`config.mk`:
```
export PLATFORM = sky130hd
export DESIGN_NAME = cnn_ctrl_top
export DESIGN_NICKNAME = d
export VERILOG_FILES = /design/src/design/csb_pkg.sv /design/src/design/fifo_if.sv /design/src/design/axil_cmd_port.sv /design/src/design/cnn_ctrl_top.sv /design/src/design/csb.sv /design/src/design/sync_fifo.sv /design/src/design/window_seq.sv
export SDC_FILE = /design/constraint.sdc
export NUM_CORES = 1
export LEC_CHECK = 0
export ABC_AREA = 1
export BUFFER_PORTS_ARGS = -buffer_cell sky130_fd_sc_hd__clkbuf_2
export CORE_UTILIZATION = 50
export CTS_BUF_LIST = sky130_fd_sc_hd__clkbuf_16
export CTS_CLUSTER_DIAMETER = 60
export DETAILED_ROUTE_END_ITERATION = 12
export PLACE_DENSITY = 0.78
export SLEW_MARGIN = 20
export SYNTH_ARGS = -nofsm -noshare
export SYNTH_HDL_FRONTEND = slang
export SYNTH_HIERARCHICAL = 1
export SYNTH_SLANG_ARGS = --single-unit
```
`constraint.sdc`:
```
create_clock -name clk -period 3.5 [get_ports clk]
set_clock_uncertainty 0.2 [all_clocks]
set_input_delay 0.175 -clock clk [delete_from_list [all_inputs] [get_ports clk]]
set_output_delay 0.175 -clock clk [all_outputs]
set_load 0.03 [all_outputs]
```
`src/design/csb_pkg.sv`:
```
package csb_pkg;

    // Command words per operation
    localparam int CMD_BURST_LEN = 3;
    localparam int CMD_CNT_W = $clog2(CMD_BURST_LEN);

    // FIFO depths
    localparam int CMD_FIFO_DEPTH = 8;
    localparam int WIN_FIFO_DEPTH = 4;

    // AXI4-Lite register map
    localparam int AXIL_ADDR_W = 4;
    localparam logic [AXIL_ADDR_W-1:0] ADDR_CMD = 4'h0;
    localparam logic [AXIL_ADDR_W-1:0] ADDR_STATUS = 4'h4;
    localparam logic [AXIL_ADDR_W-1:0] ADDR_COUNT = 4'h8;

    // AXI response codes
    localparam logic [1:0] RESP_OKAY = 2'b00;
    localparam logic [1:0] RESP_SLVERR = 2'b10;

    typedef enum logic [2:0] {
        OP_IDLE      = 3'b000,
        OP_CONV_RELU = 3'b001,
        OP_MAX_POOL  = 3'b100,
        OP_AVG_POOL  = 3'b101
    } op_type_e;

    // Decoder state, visible in status bits 2:0
    typedef enum logic [2:0] {
        ST_IDLE    = 3'b000,
        ST_CMD_GET = 3'b001,
        ST_OP_RUN  = 3'b011
    } csb_state_e;

    // Decoded three-word command
    typedef struct packed {
        op_type_e    op_type;
        logic [3:0]  stride;
        logic [7:0]  kernel;
        logic [7:0]  i_side;
        logic [7:0]  o_side;
        logic [15:0] i_channel;
        logic [15:0] o_channel;
        logic [7:0]  kernel_size;
        logic [15:0] stride2;
    } op_desc_t;

    // One window origin, 32 bits
    typedef struct packed {
        logic [15:0] channel;
        logic [7:0]  row;
        logic [7:0]  col;
    } win_t;

endpackage

```
`src/design/fifo_if.sv`:
```
`timescale 1ns/1ns

// FIFO link; T is the payload type carried
interface fifo_if #(
    parameter type T = logic [31:0]
);

    // Writer side
    logic wr_en;
    T     wr_data;
    logic full;

    // Reader side, rd_data shows the head entry
    logic rd_en;
    T     rd_data;
    logic empty;

    modport writer (
        output wr_en,
        output wr_data,
        input  full
    );

    modport reader (
        output rd_en,
        input  rd_data,
        input  empty
    );

    modport fifo (
        input  wr_en,
        input  wr_data,
        output full,
        input  rd_en,
        output rd_data,
        output empty
    );

endinterface

```
`src/design/axil_cmd_port.sv`:
```
`timescale 1ns/1ns

module axil_cmd_port (
    input  logic                                clk,
    input  logic                                rst,
    // Write address and data
    input  logic                                i_awvalid,
    input  logic [csb_pkg::AXIL_ADDR_W-1:0]     i_awaddr,
    output logic                                o_awready,
    input  logic                                i_wvalid,
    input  logic [31:0]                         i_wdata,
    output logic                                o_wready,
    // Write response
    output logic                                o_bvalid,
    output logic [1:0]                          o_bresp,
    input  logic                                i_bready,
    // Read address and data
    input  logic                                i_arvalid,
    input  logic [csb_pkg::AXIL_ADDR_W-1:0]     i_araddr,
    output logic                                o_arready,
    output logic                                o_rvalid,
    output logic [31:0]                         o_rdata,
    output logic [1:0]                          o_rresp,
    input  logic                                i_rready,
    // Core side
    input  csb_pkg::csb_state_e                 i_state,
    input  logic                                i_done,
    input  logic                                i_win_push,
    output logic                                o_op_en,
    fifo_if.writer                              cmd_w
);

    logic        wr_hs;
    logic        rd_hs;
    logic        done_flag;
    logic [31:0] win_count;

    // Both channels accepted in the same cycle
    assign wr_hs = o_awready && i_awvalid && o_wready && i_wvalid;
    assign rd_hs = o_arready && i_arvalid;

    // Command word goes straight into the FIFO, never when full
    assign cmd_w.wr_en = wr_hs && (i_awaddr == csb_pkg::ADDR_CMD) && !cmd_w.full;
    assign cmd_w.wr_data = i_wdata;

    assign o_rresp = csb_pkg::RESP_OKAY;

    // Write channel handshake and response
    always_ff @(posedge clk or posedge rst) begin
        if (rst) begin
            o_awready <= 1'b0;
            o_wready <= 1'b0;
            o_bvalid <= 1'b0;
            o_op_en <= 1'b0;
        end else begin
            // Ready is a one-cycle pulse once both valids are up
            if (o_awready) begin
                o_awready <= 1'b0;
                o_wready <= 1'b0;
            end else if (i_awvalid && i_wvalid && !o_bvalid) begin
                o_awready <= 1'b1;
                o_wready <= 1'b1;
            end
            if (wr_hs) begin
                o_bvalid <= 1'b1;
            end else if (i_bready) begin
                o_bvalid <= 1'b0;
            end
            // Start strobe from bit 0 of the status register
            o_op_en <= wr_hs && (i_awaddr == csb_pkg::ADDR_STATUS) && i_wdata[0];
        end
    end

    // SLVERR only for a command word that found the FIFO full
    always_ff @(posedge clk) begin
        if (wr_hs) begin
            if ((i_awaddr == csb_pkg::ADDR_CMD) && cmd_w.full) begin
                o_bresp <= csb_pkg::RESP_SLVERR;
            end else begin
                o_bresp <= csb_pkg::RESP_OKAY;
            end
        end
    end

    // Sticky done and window count, both cleared by a new start
    always_ff @(posedge clk or posedge rst) begin
        if (rst) begin
            done_flag <= 1'b0;
            win_count <= '0;
        end else if (o_op_en) begin
            done_flag <= 1'b0;
            win_count <= '0;
        end else begin
            if (i_done) begin
                done_flag <= 1'b1;
            end
            if (i_win_push) begin
                win_count <= win_count + 1'b1;
            end
        end
    end

    // Read channel
    always_ff @(posedge clk or posedge rst) begin
        if (rst) begin
            o_arready <= 1'b0;
            o_rvalid <= 1'b0;
        end else begin
            o_arready <= i_arvalid && !o_arready && !o_rvalid;
            if (rd_hs) begin
                o_rvalid <= 1'b1;
            end else if (i_rready) begin
                o_rvalid <= 1'b0;
            end
        end
    end

    // Read data registered on the address handshake
    always_ff @(posedge clk) begin
        if (rd_hs) begin
            case (i_araddr)
                csb_pkg::ADDR_STATUS: o_rdata <= {23'd0, done_flag, 5'd0, i_state};
                csb_pkg::ADDR_COUNT:  o_rdata <= win_count;
                default:              o_rdata <= '0;
            endcase
        end
    end

    // Response and its code held until the host takes it
    a_bvalid_hold: assert property (@(posedge clk) disable iff (rst)
        o_bvalid && !i_bready |=> o_bvalid && $stable(o_bresp))
        else $error("axil_cmd_port: write response changed before bready");

endmodule

```
`src/design/cnn_ctrl_top.sv`:
```
`timescale 1ns/1ns

module cnn_ctrl_top (
    input  logic                                clk,
    input  logic                                rst,
    // AXI4-Lite slave
    input  logic                                i_awvalid,
    input  logic [csb_pkg::AXIL_ADDR_W-1:0]     i_awaddr,
    output logic                                o_awready,
    input  logic                                i_wvalid,
    input  logic [31:0]                         i_wdata,
    output logic                                o_wready,
    output logic                                o_bvalid,
    output logic [1:0]                          o_bresp,
    input  logic                                i_bready,
    input  logic                                i_arvalid,
    input  logic [csb_pkg::AXIL_ADDR_W-1:0]     i_araddr,
    output logic                                o_arready,
    output logic                                o_rvalid,
    output logic [31:0]                         o_rdata,
    output logic [1:0]                          o_rresp,
    input  logic                                i_rready,
    // Window origin stream
    output logic                                o_win_valid,
    output csb_pkg::win_t                       o_win_data,
    input  logic                                i_win_ready
);

    csb_pkg::op_desc_t   desc;
    csb_pkg::csb_state_e state;
    logic                op_en;
    logic                start;
    logic                done;
    logic                win_push;

    fifo_if #(.T(logic [31:0])) cmd_q ();
    fifo_if #(.T(csb_pkg::win_t)) win_q ();

    // Window FIFO head drives the stream directly
    assign o_win_valid = !win_q.empty;
    assign o_win_data = win_q.rd_data;
    assign win_q.rd_en = i_win_ready && !win_q.empty;

    axil_cmd_port u_port (
        .clk, .rst,
        .i_awvalid, .i_awaddr, .o_awready,
        .i_wvalid, .i_wdata, .o_wready,
        .o_bvalid, .o_bresp, .i_bready,
        .i_arvalid, .i_araddr, .o_arready,
        .o_rvalid, .o_rdata, .o_rresp, .i_rready,
        .i_state(state), .i_done(done), .i_win_push(win_push),
        .o_op_en(op_en), .cmd_w(cmd_q)
    );

    sync_fifo #(.T(logic [31:0]), .DEPTH(csb_pkg::CMD_FIFO_DEPTH)) cmd_fifo (
        .clk, .rst, .io_q(cmd_q)
    );

    csb u_csb (
        .clk, .rst,
        .i_op_en(op_en), .i_done(done), .cmd_r(cmd_q),
        .o_desc(desc), .o_start(start), .o_state(state)
    );

    window_seq u_seq (
        .clk, .rst,
        .i_start(start), .i_desc(desc),
        .o_done(done), .o_push(win_push), .win_w(win_q)
    );

    sync_fifo #(.T(csb_pkg::win_t), .DEPTH(csb_pkg::WIN_FIFO_DEPTH)) win_fifo (
        .clk, .rst, .io_q(win_q)
    );

endmodule

```
`src/design/csb.sv`:
```
`timescale 1ns/1ns

module csb (
    input  logic                  clk,
    input  logic                  rst,
    input  logic                  i_op_en,
    input  logic                  i_done,
    fifo_if.reader                cmd_r,
    output csb_pkg::op_desc_t     o_desc,
    output logic                  o_start,
    output csb_pkg::csb_state_e   o_state
);

    localparam logic [csb_pkg::CMD_CNT_W-1:0] LAST_WORD =
        csb_pkg::CMD_CNT_W'(csb_pkg::CMD_BURST_LEN - 1);

    csb_pkg::csb_state_e            state;
    csb_pkg::csb_state_e            next_state;
    logic [csb_pkg::CMD_CNT_W-1:0]  burst_cnt;
    logic                           pop;

    assign o_state = state;

    // One word per cycle while collecting and data is there
    assign pop = (state == csb_pkg::ST_CMD_GET) && !cmd_r.empty;
    assign cmd_r.rd_en = pop;

    always_ff @(posedge clk or posedge rst) begin
        if (rst) begin
            state <= csb_pkg::ST_IDLE;
        end else begin
            state <= next_state;
        end
    end

    always_comb begin
        next_state = state;
        case (state)
            csb_pkg::ST_IDLE: begin
                if (i_op_en) begin
                    next_state = csb_pkg::ST_CMD_GET;
                end
            end
            csb_pkg::ST_CMD_GET: begin
                // Leave on the last word of the burst
                if (pop && (burst_cnt == LAST_WORD)) begin
                    next_state = csb_pkg::ST_OP_RUN;
                end
            end
            csb_pkg::ST_OP_RUN: begin
                // Sequencer finished, ready for the next command
                if (i_done) begin
                    next_state = csb_pkg::ST_IDLE;
                end
            end
            default: begin
                next_state = csb_pkg::ST_IDLE;
            end
        endcase
    end

    // Burst word counter and start pulse
    always_ff @(posedge clk or posedge rst) begin
        if (rst) begin
            burst_cnt <= '0;
            o_start <= 1'b0;
        end else begin
            o_start <= pop && (burst_cnt == LAST_WORD);
            if (state != csb_pkg::ST_CMD_GET) begin
                burst_cnt <= '0;
            end else if (pop) begin
                burst_cnt <= (burst_cnt == LAST_WORD) ? '0 : burst_cnt + 1'b1;
            end
        end
    end

    // Field split; loads only during the burst so it holds while running
    always_ff @(posedge clk) begin
        if (pop) begin
            case (burst_cnt)
                2'd0: begin
                    o_desc.op_type <= csb_pkg::op_type_e'(cmd_r.rd_data[2:0]);
                    o_desc.stride <= cmd_r.rd_data[7:4];
                    o_desc.kernel <= cmd_r.rd_data[15:8];
                    o_desc.i_side <= cmd_r.rd_data[23:16];
                    o_desc.o_side <= cmd_r.rd_data[31:24];
                end
                2'd1: begin
                    o_desc.i_channel <= cmd_r.rd_data[15:0];
                    o_desc.o_channel <= cmd_r.rd_data[31:16];
                end
                2'd2: begin
                    // Bits 7:0 of word 2 are reserved
                    o_desc.kernel_size <= cmd_r.rd_data[15:8];
                    o_desc.stride2 <= cmd_r.rd_data[31:16];
                end
                default: begin
                end
            endcase
        end
    end

    // Start only in the first cycle of op-run
    a_start_on_entry: assert property (@(posedge clk) disable iff (rst)
        o_start |-> (state == csb_pkg::ST_OP_RUN) && ($past(state) == csb_pkg::ST_CMD_GET))
        else $error("csb: start outside op-run entry");

endmodule

```
`src/design/sync_fifo.sv`:
```
`timescale 1ns/1ns

module sync_fifo #(
    parameter type T = logic [31:0],
    parameter int DEPTH = 8
) (
    input logic clk,
    input logic rst,
    fifo_if.fifo io_q
);

    localparam int PTR_W = (DEPTH > 1) ? $clog2(DEPTH) : 1;
    localparam int CNT_W = $clog2(DEPTH + 1);

    // Storage
    T mem [DEPTH];

    logic [PTR_W-1:0] wr_ptr;
    logic [PTR_W-1:0] rd_ptr;
    logic [CNT_W-1:0] count;
    logic             push;
    logic             pop;

    // Accepted transfers only
    assign push = io_q.wr_en && !io_q.full;
    assign pop = io_q.rd_en && !io_q.empty;

    assign io_q.full = (count == CNT_W'(DEPTH));
    assign io_q.empty = (count == '0);
    assign io_q.rd_data = mem[rd_ptr];

    always_ff @(posedge clk) begin
        if (push) begin
            mem[wr_ptr] <= io_q.wr_data;
        end
    end

    // Pointers wrap at DEPTH, also for odd depths
    always_ff @(posedge clk or posedge rst) begin
        if (rst) begin
            wr_ptr <= '0;
            rd_ptr <= '0;
            count <= '0;
        end else begin
            if (push) begin
                wr_ptr <= (wr_ptr == PTR_W'(DEPTH - 1)) ? '0 : wr_ptr + 1'b1;
            end
            if (pop) begin
                rd_ptr <= (rd_ptr == PTR_W'(DEPTH - 1)) ? '0 : rd_ptr + 1'b1;
            end
            // Occupancy moves only when one side acts alone
            if (push && !pop) begin
                count <= count + 1'b1;
            end else if (pop && !push) begin
                count <= count - 1'b1;
            end
        end
    end

    // Writers must look at full before pushing
    a_no_push_full: assert property (@(posedge clk) disable iff (rst)
        io_q.wr_en |-> !io_q.full)
        else $error("sync_fifo: push while full");

    // Readers must look at empty before popping
    a_no_pop_empty: assert property (@(posedge clk) disable iff (rst)
        io_q.rd_en |-> !io_q.empty)
        else $error("sync_fifo: pop while empty");

endmodule

```
`src/design/window_seq.sv`:
```
`timescale 1ns/1ns

module window_seq (
    input  logic                clk,
    input  logic                rst,
    input  logic                i_start,
    input  csb_pkg::op_desc_t   i_desc,
    output logic                o_done,
    output logic                o_push,
    fifo_if.writer              win_w
);

    logic        active;
    logic        push;
    logic        col_last;
    logic        row_last;
    logic        ch_last;
    logic        no_work;
    logic [15:0] ch;
    logic [7:0]  orow;
    logic [7:0]  ocol;
    // Running origins, row and column times stride
    logic [7:0]  row_org;
    logic [7:0]  col_org;

    // Nothing to do for idle ops or an empty output
    assign no_work = (i_desc.op_type == csb_pkg::OP_IDLE) ||
                     (i_desc.o_side == 8'd0) || (i_desc.o_channel == 16'd0);

    // Hold everything while the window FIFO is full
    assign push = active && !win_w.full;
    assign win_w.wr_en = push;
    assign win_w.wr_data = '{channel: ch, row: row_org, col: col_org};
    assign o_push = push;

    assign col_last = (ocol == i_desc.o_side - 8'd1);
    assign row_last = (orow == i_desc.o_side - 8'd1);
    assign ch_last = (ch == i_desc.o_channel - 16'd1);

    always_ff @(posedge clk or posedge rst) begin
        if (rst) begin
            active <= 1'b0;
            o_done <= 1'b0;
            ch <= '0;
            orow <= '0;
            ocol <= '0;
            row_org <= '0;
            col_org <= '0;
        end else begin
            o_done <= 1'b0;
            if (i_start) begin
                ch <= '0;
                orow <= '0;
                ocol <= '0;
                row_org <= '0;
                col_org <= '0;
                // Empty ops finish right away
                active <= !no_work;
                o_done <= no_work;
            end else if (push) begin
                // Column innermost, then row, then channel
                if (!col_last) begin
                    ocol <= ocol + 8'd1;
                    col_org <= col_org + {4'd0, i_desc.stride};
                end else begin
                    ocol <= '0;
                    col_org <= '0;
                    if (!row_last) begin
                        orow <= orow + 8'd1;
                        row_org <= row_org + {4'd0, i_desc.stride};
                    end else begin
                        orow <= '0;
                        row_org <= '0;
                        if (!ch_last) begin
                            ch <= ch + 16'd1;
                        end else begin
                            // Last window went out this cycle
                            active <= 1'b0;
                            o_done <= 1'b1;
                        end
                    end
                end
            end
        end
    end

endmodule

```
==> results of run 1 <==
cell usage in the layout, fill, tap and decap left out, types with 2 or more instances in the layout:
cell	n
inv_1	250
or2_2	6
clkbuf_2	109
nor2_2	21
clkinv_2	8
xnor2_1	14
nor3_1	16
o21bai_1	4
clkbuf_16	51
o21a_1	2
edfxtp_1	376
nand2_2	6
nand2_1	657
ha_1	26
o22ai_1	6
conb_1	4
clkinv_1	10
o21ai_0	82
nor2_8	2
xor2_1	27
nor2_4	6
clkinv_8	2
fa_1	4
dfrtp_1	109
nand4_1	23
clkinvlp_4	6
dlygate4sd3_1	40
o21ai_1	54
buf_4	25
nand3_1	116
inv_2	9
nand2_4	3
nor2_1	232
o211ai_1	65
nand3b_1	9
a21oi_1	36
area by class of cell:
cell class	count	area, um2
Sequential cell	487	14070
Timing Repair Buffer	174	1134
Clock inverter	38	235.2
Inverter	250	939.7
Tap cell	592	740.7
Multi-Input combinational cell	1429	6872
Fill cell	3695	19050
Clock buffer	51	1276
final timing paths:
kind / startpoint / to / slack [ps] / cells after the start
setup / recovery: i_awaddr[0] / cmd_fifo/mem[7][21] / 290 / 13
hold / removal: rst / cmd_fifo/count[1] / 40 / 3
setup reg to reg: u_csb/o_desc[56] / u_seq/ch[8] / 580 / 14
hold reg to reg: u_port/o_arready / u_port/o_arready / 260 / 1
max in group asynchronous: rst / win_fifo/rd_ptr[0] / 2200 / 4
min in group clk: i_araddr[0] / u_port/o_rdata[1] / 40 / 4
state kept, by name (all words and copies together), names as in the netlist, 16 cells and up:
register / flops
cmd_fifo/mem: 184
u_csb/o_desc: 31
win_fifo/mem: 128
u_port/win_count: 32
u_seq/ch: 16
u_port/o_rdata: 32
through the flow:
stage | cells | power, W | worst slack, ps
global placement | 2891 | 0.01414 | 646.9
floorplan | 2277 | 0.01289 | 152.3
finish | 3021 | 0.01923 | 292.3
global route | 3021 | 0.02045 | 78.34
detailed placement | 2891 | 0.01444 | 589.4
CTS | 3020 | 0.01933 | 99.57
power by group:
group / leakage (nW) / internal (W) / total, W / switching (W)
Clock: 0.770 / 0.00272 / 0.00482 / 0.00211
Sequential: 4.93 / 0.00743 / 0.00816 / 0.000726
Combinational: 4.93 / 0.00190 / 0.00624 / 0.00434
Total: 10.6 / 0.0120 / 0.0192 / 0.00718
routing by layer:
metal | up-vias | track usage, % | share of wire, %
met4 | 0 | 6.190 | 1.9
met1 | 7475 | 27.06 | 44
met5 | - | 0 | 0
met3 | 78 | 2.652 | 5.1
li1 | 7706 | - | -
met2 | 433 | 34.07 | 49
worst max-delay path, cell delays in order:
cell           delay (ps)
dlygate4sd3_1         530
clkbuf_2              100
nor2_1                100
dlygate4sd3_1         560
nand2_1                50
dlygate4sd3_1         560
nor3_1                180
nand2_1               100
inv_2                  70
buf_4                 140
nand2_1               150
nor2_2                120
buf_4                 380
timing repair:
| action | in CTS | in global routing |
|---|---|---|
| hold buffers | 40 | 0 |
| buffers inserted | 0 | 1 |
| resized for setup | 0 | 1 |
| endpoints found under the setup margin | 0 | 1 |
| endpoints found under the hold margin | 311 | 0 |
==> run_results.csv, run 1 <==
group,metric,value,unit
cts,cts_root_buf,"clkbuf_16",
finish,drive_gt1_share,10.83,%
cts,cts_buffers,49,
pwr,p_leak,10.63,nW
finish,area.growth.synth_to_final,12.36,%
outcome,outcome,"completed",
critical_path,required,3520,ps
global_routing,antenna_found_initial,0,
critical_path,crit_type,"in -> reg",
drt,drc,0,
global_routing,grt_max_degree,95,
synth,syn_area,22490,um2
sta,layout_min_cycle_time,3208,ps
sta,clock.fmax,311.7,MHz
cts,clk_path_buf_depth,3,
hold_path,hp-class,"in -> async",
sta,final-max-slew-violation-count,0,
placed_design,gp_congestion,0.8928,
global_routing,grt_pass1_wl,74970,um
global_routing,grt-ovfl-total,0,
critical_path,endpoint_kind,"flip-flop",
drt,drt-initial-drc-count,1294,
floorplanning,start_util,50.75,%
cts,cts_sinks,487,
finish,finalCoreUtilization,57.02,%
finish,diodes,0,
floorplanning,core,44320,um2
sta,fin_setup_tns,0,ps
drt,drtAntennaViolNets,0,
drt,wl_per_cell,15.23,um
cts,path_clk_slew,60,ps
placed_design,placed_area,23340,um2
drt,wirelength,46020,um
pwr,powerDensity,760.8,nW/um2
synth,yosysWarnings,6,
synth,syn_inst,2275,
critical_path,cp_max_fo,23,
cts,cts_tree,"built",
critical_path,startpoint_type,"primary input",
sta,fin_crit_sh,91.65,%
sta,rsz0062_at_grt,"no",
flow_run,maxCapViolations,0,
cts,htree_levels,2,
global_routing,grt_pass1_vias,14980,
drt,first_pass_iters,7,
finish,fin_area,25270,um2
sta,finalHoldViolCount,0,
placed_design,numPortBuffers,109,
floorplanning,rows,77,
drt,viasPerCell,5.194,
critical_path,arrival,3230,ps
placed_design,hpwl,29340,um
sta,finalSetupViolations,0,
global_routing,grtUsageTotal,20.12,%
floorplanning,io_pins,122,
cts,worstSkewPairLatency,580,ps
sta,worst_pin_slew,1051,ps
sta,hold_slack,38.48,ps
synth,syn_area_per_cell,9.886,um2
floorplanning,die_h,214.1,um
floorplanning,die_w,214.1,um
drt,vias,15690,
pwr,ir_drop,0.4705,mV
floorplanning,dieArea,45830,um2
finish,final_nets,2470,
sta,slew_headroom,29.77,%
Power figures use the tool's default switching activity.
==> run 2, diff against run 1 <==
--- a/config.mk
+++ b/config.mk
@@ -11,7 +11,9 @@
 export CTS_BUF_LIST = sky130_fd_sc_hd__clkbuf_16
 export CTS_CLUSTER_DIAMETER = 60
 export DETAILED_ROUTE_END_ITERATION = 12
+export HOLD_SLACK_MARGIN = 0.15
 export PLACE_DENSITY = 0.78
+export REMOVE_ABC_BUFFERS = 1
 export SLEW_MARGIN = 20
 export SYNTH_ARGS = -nofsm -noshare
 export SYNTH_HDL_FRONTEND = slang
==> run 2 against run 1 <==
- clock-buffer cell count decreased by 1
- clock power rose by 9.3%
- wire length is 2.2% higher
- sequential power is 0.6% lower
- fmax is 8.4% higher
- power rose by 2.3%
- utilization rose by 0.40 points
- non-clock buffer count rose by 1
- critical path depth grew 4
- design area grew 0.69%
- critical path type unchanged
==> run_results.csv, run 2 (synthesized netlist as in run 1, its figures left out) <==
group,metric,value,unit
cts,cts_resized,0,
critical_path,endpoint_kind,"flip-flop",
drt,drc,0,
finish,mostFrequentLayoutCells,"nand2_1, edfxtp_1, inv_1",
cts,cts_tree,"built",
pwr,switchingPower,0.007259,W
drt,wirelength,47050,um
sta,fin_crit_sh,84.56,%
sta,slew_headroom,26.98,%
finish,regMostFlops,"cmd_fifo/mem",
sta,rsz0062_at_grt,"no",
floorplanning,io_pins,122,
sta,hold_slack,210.5,ps
pwr,p_leak,10.71,nW
global_routing,antenna_found_initial,2,
drt,drtAntennaViolNets,0,
critical_path,r2r_slack,540,ps
floorplanning,dieArea,45830,um2
pwr,ir_drop,0.5681,mV
floorplanning,die_w,214.1,um
finish,final_nets,2471,
sta,worst_pin_slew,1093,ps
cts,cts_root_buf,"clkbuf_16",
hold_path,hp-class,"in -> reg",
critical_path,cp_max_fo,8,
finish,drive_gt1_share,11.06,%
finish,final_common_cell,"nand2_1",
drt,first_pass_iters,5,
drt,drt-initial-drc-count,1237,
pwr,p_comb_share,32.0,%
cts,clk_path_buf_depth,3,
sta,finalSetupViolations,0,
pwr,pwr-share-seq,41.2,%
critical_path,crit_type,"in -> reg",
outcome,outcome,"completed",
critical_path,required,3770,ps
pwr,internal_power,0.01242,W
floorplanning,rows,77,
drt,vias,15740,
cts,htree_levels,2,
pwr,powerDensity,773.2,nW/um2
sta,finalHoldViolCount,0,
floorplanning,start_util,50.75,%
placed_design,hpwl,29360,um
sta,clock.fmax,337.9,MHz
cts,worstSkewPairLatency,590,ps
finish,largest_reg_flops,184,
placed_design,gp_congestion,0.9088,
drt,wl_per_cell,15.54,um
drt,viasPerCell,5.200,
global_routing,grt-ovfl-total,0,
critical_path,startpoint_type,"primary input",
flow_run,maxCapViolations,0,
sta,layout_min_cycle_time,2960,ps
sta,fin_setup_tns,0,ps
finish,top_regs,"cmd_fifo/mem x184, win_fifo/mem x128",
floorplanning,die_h,214.1,um
cts,cts_buffers,49,
global_routing,grt_max_degree,132,
cts,cts_sinks,487,
placed_design,numPortBuffers,109,
global_routing,grt_pass1_vias,15460,
global_routing,grt_pass1_wl,76560,um
sta,final-max-slew-violation-count,0,
floorplanning,core,44320,um2
critical_path,arrival,3230,ps
finish,area.growth.synth_to_final,13.13,%
cts,path_clk_slew,60,ps
pwr,netSwitchingFraction,36.90,%
pwr,p_clk_share,26.8,%
global_routing,grtUsageTotal,20.63,%
==> run 2: changes by cell type in the layout (fill, tap and decap cells not counted), moves of 2 or more <==
cell / before / now
clkinv_2: 8 / 14
bufinv_16: 1 / 6
clkinvlp_4: 6 / 2
diode_2: 0 / 2
dlygate4sd3_1: 40 / 44
buf_4: 25 / 20
clkinv_1: 10 / 7
inv_6: 1 / 3
inv_1: 250 / 246
==> run 2: timing repair <==
| item | CTS | global route |
|---|---|---|
| setup buffers | 0 | 0 |
| hold endpoints to repair | 294 | 0 |
| hold buffers | 44 | 0 |
==> run 2: path summary, 6_finish.rpt <==
path                                              to  cells after the start              from
worst max register to register          u_seq/ch[11]                     11  u_csb/o_desc[56]
min in group asynchronous       u_port/win_count[19]                      4               rst
worst max-delay path               cmd_fifo/count[3]                     17         i_awvalid
worst min-delay path              cmd_fifo/mem[3][2]                      2        i_wdata[2]
max in group asynchronous           u_seq/row_org[7]                      6               rst
worst min register to register      u_port/o_arready                      1  u_port/o_arready
==> run 2: metrics by stage <==
| step | power [W] | util, % | setup slack (ps) | instances | area [um2] |
|---|---|---|---|---|---|
| finish | 0.01968 | 57.42 | 540.4 | 3027 | 25450 |
| global route | 0.02090 | 57.42 | 247.2 | 3027 | 25450 |
| CTS | 0.01977 | 57.34 | 546.0 | 3024 | 25410 |
| detailed placement | 0.01440 | 52.64 | 575.7 | 2888 | 23330 |
| global placement | 0.01410 | 52.64 | 663.6 | 2888 | 23330 |
| floorplan | 0.01251 | - | 127.0 | 2166 | 21840 |
==> run 2: layer usage <==
metal | vias up | share of wire, % | track usage, % | wire [um]
met1 | 7493 | 43 | 26.48 | 20140
met4 | 0 | 2.6 | 7.952 | 1223
li1 | 7703 | - | - | -
met2 | 455 | 49 | 35.49 | 23110
met5 | - | 0 | 0 | 0
met3 | 90 | 5.5 | 2.908 | 2584
==> run 2: worst max-delay path, cell delays in order <==
cell           delay (ps)
dlygate4sd3_1         550
clkbuf_2              110
nand2_1                50
dlygate4sd3_1         550
inv_1                  80
nand3_1               140
nor3_1                170
nand2_1               100
inv_2                 130
ha_1                  180
inv_1                  90
ha_1                  350
or2_2                 310
nand2_1                70
nand2_1                50
nand3_1                80
nand2_1                50
==> run 2: power groups by stage <==
stage          clock (W)  sequential (W)  combinational [W]
3_3_place_gp           0         0.00828            0.00583
3_5_place_dp           0         0.00834            0.00606
2_1_floorplan          0         0.00834            0.00417
4_1_cts          0.00538         0.00823            0.00615
6_report         0.00527         0.00811            0.00629
5_1_grt          0.00559         0.00823            0.00708
==> run 2: cell type report <==
cell class	count	area (um2)
Multi-Input combinational cell	1429	6859
Inverter	250	938.4
Timing Repair Buffer	175	1184
Clock buffer	50	1251
Antenna cell	2	5.005
Sequential cell	487	14070
Clock inverter	42	394.1
Fill cell	3656	18870
Tap cell	592	740.7
